## src/source/cvt_defines.svh

```systemverilog
`ifndef CVT_DEFINES_SVH
`define CVT_DEFINES_SVH

// apb bus widths
`define CVT_AW 4
`define CVT_DW 32

// register byte offsets
`define CVT_REG_CTRL    4'h0
`define CVT_REG_OPERAND 4'h4
`define CVT_REG_RESULT  4'h8
`define CVT_REG_STATUS  4'hC

`endif

```

## src/source/fp_pkg.sv

```systemverilog
package fp_pkg;

    // rounding modes, codes 5 to 7 behave as rne
    typedef enum logic [2:0] {
        rne = 3'd0, // nearest, ties to even
        rtz = 3'd1, // toward zero
        rdn = 3'd2, // toward -inf
        rup = 3'd3, // toward +inf
        rmm = 3'd4  // nearest, ties away from zero
    } round_mode_t;

    // exception flags in the usual fflags order
    typedef struct packed {
        logic nv; // invalid
        logic dz; // divide by zero
        logic of; // overflow
        logic uf; // underflow
        logic nx; // inexact
    } fp_flags_t;

    // single precision exponent bias
    localparam logic [7:0] exp_bias = 8'd127;

endpackage

```

## src/source/csr_pkg.sv

```systemverilog
package csr_pkg;

    // register index after address decode
    typedef enum logic [2:0] {
        reg_ctrl    = 3'd0,
        reg_operand = 3'd1,
        reg_result  = 3'd2,
        reg_status  = 3'd3,
        reg_none    = 3'd4  // unmapped, reads zero
    } reg_idx_t;

    // status word, busy in bit 0
    typedef struct packed {
        logic [24:0]       rsvd;
        fp_pkg::fp_flags_t flags;  // bits 6:2
        logic              done;   // bit 1
        logic              busy;   // bit 0
    } status_t;

endpackage

```

## src/source/fp_round.sv

```systemverilog
module fp_round (
    input  logic [23:0]         mant,
    input  logic signed [9:0]   exp,
    input  logic                guard,
    input  logic                round_bit,
    input  logic                sticky,
    input  fp_pkg::round_mode_t rm,
    output logic [23:0]         mant_out,
    output logic [9:0]          exp_out,
    output logic                inexact
);
    import fp_pkg::*;

    logic        inc;     // round up by one ulp
    logic [24:0] mant_inc;

    assign inexact  = guard | round_bit | sticky;
    assign mant_inc = {1'b0, mant} + 25'd1;

    // operand is never negative, so rdn acts like rtz and rup on any inexact value
    always_comb begin
        case (rm)
            rtz, rdn: inc = 1'b0;
            rup:      inc = inexact;
            rmm:      inc = guard;
            default:  inc = guard & (round_bit | sticky | mant[0]); // rne and spare codes
        endcase
    end

    always_comb begin
        if (inc && mant_inc[24]) begin
            // mantissa overflowed, renormalize
            mant_out = 24'h800000;
            exp_out  = exp + 10'sd1;
        end else if (inc) begin
            mant_out = mant_inc[23:0];
            exp_out  = exp;
        end else begin
            mant_out = mant;
            exp_out  = exp;
        end
    end

endmodule

```

## src/source/uint_to_float.sv

```systemverilog
module uint_to_float (
    input  logic                clk,
    input  logic                rst,
    input  logic                start,
    input  logic [31:0]         operand,
    input  fp_pkg::round_mode_t rm,
    output logic                busy,
    output logic                valid,
    output logic [31:0]         result,
    output fp_pkg::fp_flags_t   flags
);
    import fp_pkg::*;

    typedef enum logic [2:0] {
        st_idle,
        st_load,
        st_shift,
        st_pack,
        st_put
    } state_t;

    state_t            state;
    logic [31:0]       value_q;   // operand being normalized
    round_mode_t       rm_q;
    logic signed [9:0] exp_q;
    logic [23:0]       mant_q;
    logic              guard_q;
    logic              round_q;
    logic              sticky_q;
    logic [23:0]       mant_rnd;
    logic [9:0]        exp_rnd;
    logic              nx;

    fp_round u_round (
        .mant      (mant_q),
        .exp       (exp_q),
        .guard     (guard_q),
        .round_bit (round_q),
        .sticky    (sticky_q),
        .rm        (rm_q),
        .mant_out  (mant_rnd),
        .exp_out   (exp_rnd),
        .inexact   (nx)
    );

    assign busy  = (state == st_load) || (state == st_shift) || (state == st_pack);
    assign valid = (state == st_put);

    // control
    always_ff @(posedge clk) begin
        if (!rst) begin
            state <= st_idle;
        end else begin
            case (state)
                st_idle:  if (start) state <= st_load;
                st_load:  state <= (value_q == 32'd0) ? st_pack : st_shift;
                st_shift: if (value_q[31]) state <= st_pack;
                st_pack:  state <= st_put;
                default:  state <= st_idle;
            endcase
        end
    end

    // datapath
    always_ff @(posedge clk) begin
        case (state)
            st_idle: begin
                if (start) begin
                    value_q <= operand;
                    rm_q    <= rm;
                end
            end
            st_load: begin
                mant_q   <= '0;
                guard_q  <= 1'b0;
                round_q  <= 1'b0;
                sticky_q <= 1'b0;
                exp_q    <= (value_q == 32'd0) ? -10'sd127 : 10'sd31; // -127 packs to +0
            end
            st_shift: begin
                if (!value_q[31]) begin
                    value_q <= value_q << 1;
                    exp_q   <= exp_q - 10'sd1;
                end else begin
                    mant_q   <= value_q[31:8];
                    guard_q  <= value_q[7];
                    round_q  <= value_q[6];
                    sticky_q <= |value_q[5:0];
                end
            end
            st_pack: begin
                result <= {1'b0, exp_rnd[7:0] + exp_bias, mant_rnd[22:0]};
                flags  <= '{nv: 1'b0, dz: 1'b0, of: 1'b0, uf: 1'b0, nx: nx};
            end
            default: ;
        endcase
    end

endmodule

```

## src/source/cvt_apb_regs.sv

```systemverilog
`include "cvt_defines.svh"

module cvt_apb_regs (
    input  logic                clk,
    input  logic                rst,
    input  logic                psel,
    input  logic                penable,
    input  logic                pwrite,
    input  logic [`CVT_AW-1:0]  paddr,
    input  logic [`CVT_DW-1:0]  pwdata,
    output logic [`CVT_DW-1:0]  prdata,
    output logic                pready,
    output logic                pslverr,
    output logic                start,
    output logic [31:0]         operand,
    output fp_pkg::round_mode_t rm,
    input  logic                busy,
    input  logic                valid,
    input  logic [31:0]         result,
    input  fp_pkg::fp_flags_t   flags
);
    import fp_pkg::*;
    import csr_pkg::*;

    reg_idx_t  idx;
    logic      wr;
    logic      wr_err;
    logic      op_ok;    // accepted operand write
    logic [31:0] result_q;
    fp_flags_t flags_q;
    logic      done_q;
    status_t   status;

    function automatic reg_idx_t decode(input logic [`CVT_AW-1:0] addr);
        case (addr)
            `CVT_REG_CTRL:    return reg_ctrl;
            `CVT_REG_OPERAND: return reg_operand;
            `CVT_REG_RESULT:  return reg_result;
            `CVT_REG_STATUS:  return reg_status;
            default:          return reg_none;
        endcase
    endfunction

    assign idx    = decode(paddr);
    assign wr     = psel & penable & pwrite;
    // busy alone misses the cycle where start is still in flight
    assign wr_err = wr & ((idx == reg_result) || (idx == reg_status) ||
                          ((idx == reg_operand) && (busy || start)));
    assign op_ok  = wr & (idx == reg_operand) & ~wr_err;

    assign pready  = 1'b1;  // no wait states
    assign pslverr = wr_err;

    assign status = '{rsvd: '0, flags: flags_q, done: done_q, busy: busy};

    always_comb begin
        prdata = '0;
        if (psel && !pwrite) begin
            case (idx)
                reg_ctrl:    prdata = {{(`CVT_DW-3){1'b0}}, rm};
                reg_operand: prdata = operand;
                reg_result:  prdata = result_q;
                reg_status:  prdata = status;
                default:     prdata = '0;
            endcase
        end
    end

    always_ff @(posedge clk) begin
        if (!rst) begin
            rm       <= rne;
            operand  <= '0;
            result_q <= '0;
            flags_q  <= '0;
            done_q   <= 1'b0;
            start    <= 1'b0;
        end else begin
            start <= op_ok; // pulse one cycle after the access phase
            if (wr && idx == reg_ctrl) rm <= round_mode_t'(pwdata[2:0]);
            if (op_ok) operand <= pwdata;
            if (valid) begin
                result_q <= result;
                flags_q  <= flags;
                done_q   <= 1'b1;
            end else if (start) begin
                done_q <= 1'b0;
            end
        end
    end

endmodule

```

## src/source/cvt_top.sv

```systemverilog
`include "cvt_defines.svh"

module cvt_top (
    input  logic               clk,
    input  logic               rst,
    input  logic               psel,
    input  logic               penable,
    input  logic               pwrite,
    input  logic [`CVT_AW-1:0] paddr,
    input  logic [`CVT_DW-1:0] pwdata,
    output logic [`CVT_DW-1:0] prdata,
    output logic               pready,
    output logic               pslverr
);
    import fp_pkg::*;

    // register block to converter
    logic        start;
    logic [31:0] operand;
    round_mode_t rm;
    // converter back to register block
    logic        busy;
    logic        valid;
    logic [31:0] result;
    fp_flags_t   flags;

    cvt_apb_regs u_regs (
        .clk     (clk),
        .rst     (rst),
        .psel    (psel),
        .penable (penable),
        .pwrite  (pwrite),
        .paddr   (paddr),
        .pwdata  (pwdata),
        .prdata  (prdata),
        .pready  (pready),
        .pslverr (pslverr),
        .start   (start),
        .operand (operand),
        .rm      (rm),
        .busy    (busy),
        .valid   (valid),
        .result  (result),
        .flags   (flags)
    );

    uint_to_float u_conv (
        .clk     (clk),
        .rst     (rst),
        .start   (start),
        .operand (operand),
        .rm      (rm),
        .busy    (busy),
        .valid   (valid),
        .result  (result),
        .flags   (flags)
    );

endmodule

```

## config.mk

```make
export PLATFORM = sky130hd
export DESIGN_NAME = cvt_top
export DESIGN_NICKNAME = d
export VERILOG_FILES = /design/src/source/fp_pkg.sv /design/src/source/csr_pkg.sv /design/src/source/fp_round.sv /design/src/source/uint_to_float.sv /design/src/source/cvt_apb_regs.sv /design/src/source/cvt_top.sv
export VERILOG_INCLUDE_DIRS = /design/src /design/src/source
export SDC_FILE = /design/constraint.sdc
export NUM_CORES = 1
export LEC_CHECK = 0
export BUFFER_PORTS_ARGS = -buffer_cell sky130_fd_sc_hd__buf_4
export CORE_ASPECT_RATIO = 1.4
export CORE_MARGIN = 2
export CORE_UTILIZATION = 30
export CTS_BUF_LIST = sky130_fd_sc_hd__clkbuf_2 sky130_fd_sc_hd__clkbuf_4 sky130_fd_sc_hd__clkbuf_8
export CTS_CLUSTER_SIZE = 12
export DETAILED_ROUTE_END_ITERATION = 8
export PLACE_DENSITY = 0.45
export SLEW_MARGIN = 10
export SYNTH_ARGS = -nofsm -noshare
export SYNTH_HDL_FRONTEND = slang
export SYNTH_HIERARCHICAL = 1
export SYNTH_SLANG_ARGS = --single-unit
```

## constraint.sdc

```tcl
create_clock -name clk -period 8.8 [get_ports clk]
set_clock_uncertainty 0.1 [all_clocks]
set_input_delay 0.44 -clock clk [delete_from_list [all_inputs] [get_ports clk]]
set_output_delay 0.44 -clock clk [all_outputs]
set_load 0.1 [all_outputs]
```

==> out/metrics.yaml <==
grt:
  antenna_found_initial: 0
  track_usage_pct: 15.64
  grt_max_degree: 66
  grt_pass1_wl_microns: 36250
  grt_overflow_total: 0
  grt_pass1_vias: 6132
power:
  irDropWorstVdd_mv: 0.08764
  p_leak_uw: 0.003362
  clock_power_share_pct: 36.9
  sw_frac_of_total_pct: 25.26
  comb_power_share_pct: 3.7
  seq_power_share_pct: 59.4
  p_per_area_nw_per_um2: 149.6
  p_sw_uw: 375.3
  p_int_uw: 1111
worst_setup_path:
  cp_max_fo: 8
  crit_top_cell: "xnor2_1"
  path_class: "register to register"
  worstPathRequired_ns: 8.92
  cp_slowest_cell: "or4_1"
  end_kind: "register"
  path_cells: "ha_1 > nand3_1 > or4_4 > a2111oi_4 > buf_4 > nand3_2 > xnor2_1 > or4_1 > nor4_1 > xnor2_1"
  cp_slowest_stage_delay_ns: 0.56
  critPathArrivalTime_ns: 3.70
  cp-start-kind: "register"
final_layout:
  area_growth_pct: 13.78
  nets: 919
  num-fill-cells: 2961
  antenna_cells: 0
  final_layout_size_suffix_gt1_share_pct: 16.46
  layout_common_cells: "154 x nand2_1, 102 x edfxtp_1, 84 x buf_4"
  layout_commonest_cell: "nand2_1"
clock_network:
  root_buffer: "clkbuf_8"
  cts_tree: "done"
  cts_buffers: 17
  h-tree-depth: 4
  worst_skew_pair.late_latency_ns: 0.47
  clockBufferDepth: 2
  holdBufCountCts: 0
  clk_pin_slew_ns: 0.11
  cts_num_sinks: 179
  cts_resized: 0
  post-cts-setup-buffers: 0
route:
  drc: 0
  via_count: 5966
  drtIter0Drc: 301
  drtPass1Iterations: 4
  vias_per_cell: 4.727
  wire_per_inst_microns: 18.19
  drt_wl_total_microns: 22960
  ant_nets: 0
timing:
  finalSetupTns_ns: 0
  fin_hold_ws_ns: 0.1014
  rsz0062_at_grt: "false"
  max_freq_mhz: 279.8
  period_share_pct: 40.61
  hold_viol: 0
  maxSlewHeadroom_pct: 23.05
  setup-violations-final: 0
  tightest_slew_ns: 1.149
  drv_slew: 0
  period_needed_ns: 3.573
placed_design:
  io_buffers: 73
  finalWeightedCongestion: 0.8536
  hpwl_microns: 16000
die:
  start_util_pct: 30.63
  rows: 73
  die-area_sq_um: 30500
  pin_count: 75
  core_sq_um: 28500
  dieWidth_microns: 148.2
  die_y_microns: 205.8
worst_hold_path:
  hp-class: "input port to register"
yosys:
  synth_cells: 827
  synth_warnings: 6
  syn_area_sq_um: 8728
  postSynthAreaPerCell_sq_um: 10.55
flow_run:
  cap_violations: 0
status:
  outcome: "finished, final reports clean"
==> flip-flops by register name, summed over array words and instances (netlist names) <==
| name | flops |
|---|---|
| u_conv/state | 3 |
| u_regs/done_q | 1 |
| u_conv/result | 31 |
| u_regs/rm | 3 |
| u_regs/flags_q | 5 |
| u_regs/operand | 32 |
| u_conv/flags | 1 |
| u_conv/mant_q | 24 |
| u_regs/start | 1 |
| u_conv/exp_q | 8 |
| u_conv/value_q | 32 |
| u_conv/guard_q | 1 |
| u_conv/round_q | 1 |
| u_conv/sticky_q | 1 |
| u_conv/rm_q | 3 |
| u_regs/result_q | 32 |
==> path summary, 6_finish.rpt <==
kind,from,endpoint,slack [ns],cells after the start
max,u_conv/mant_q[0],u_conv/result[30],5.23,10
min,pwdata[27],u_regs/operand[27],0.10,3
max reg2reg,u_conv/mant_q[0],u_conv/result[30],5.23,10
min reg2reg,u_regs/operand[0],u_regs/operand[0],0.38,2
==> power groups by stage <==
stage | sequential [uW] | combinational, uW | clock, uW
3_3_place_gp | 902 | 55.9 | 0
2_1_floorplan | 901 | 33.0 | 0
4_1_cts | 883 | 56.2 | 577
6_report | 883 | 54.5 | 548
5_1_grt | 884 | 60.2 | 609
3_5_place_dp | 902 | 56.0 | 0
==> layout make-up <==
class	instances	area, sq um	area share [%]
Tap cell	375	469.2	4.725
Inverter	12	45.04	0.4536
Clock inverter	15	133.9	1.348
Clock buffer	17	234.0	2.356
Timing Repair Buffer	84	630.6	6.350
Sequential cell	179	4604	46.37
Multi-Input combinational cell	580	3814	38.40
==> per-layer routing <==
layer / GRT usage, % / routed length (microns) / share of wire, %
met1: 19.19 / 9996 / 44
met2: 27.79 / 11990 / 52
met4: 5.102 / 384 / 1.7
met5: 0 / 0 / 0
met3: 2.661 / 593 / 2.6
==> stage by stage <==
stage	cells	total power, uW	util (%)	area, sq um	worst slack, ns
final	1262	1486	34.85	9931	5.227
after CTS	1262	1516	34.85	9931	5.238
after global placement	1230	958.4	33.56	9563	5.278
after global routing	1262	1553	34.85	9931	5.072
after floorplan	831	933.7	-	8743	2.640
after detailed placement	1230	958.5	33.56	9563	5.257
==> critical path: cells and delay by family, from the launching register on <==
| kind | cells | cell delay, ns |
|---|---|---|
| XOR/XNOR | 2 | 0.27 |
| buffers and inverters | 1 | 0.27 |
| AND/OR/NAND/NOR | 5 | 1.56 |
| AO/OA/AOI/OAI | 1 | 0.44 |
| flip-flops | 1 | 0.46 |
| adder cells (fa/ha/maj) | 1 | 0.23 |
(Power assumes the default switching activity.)
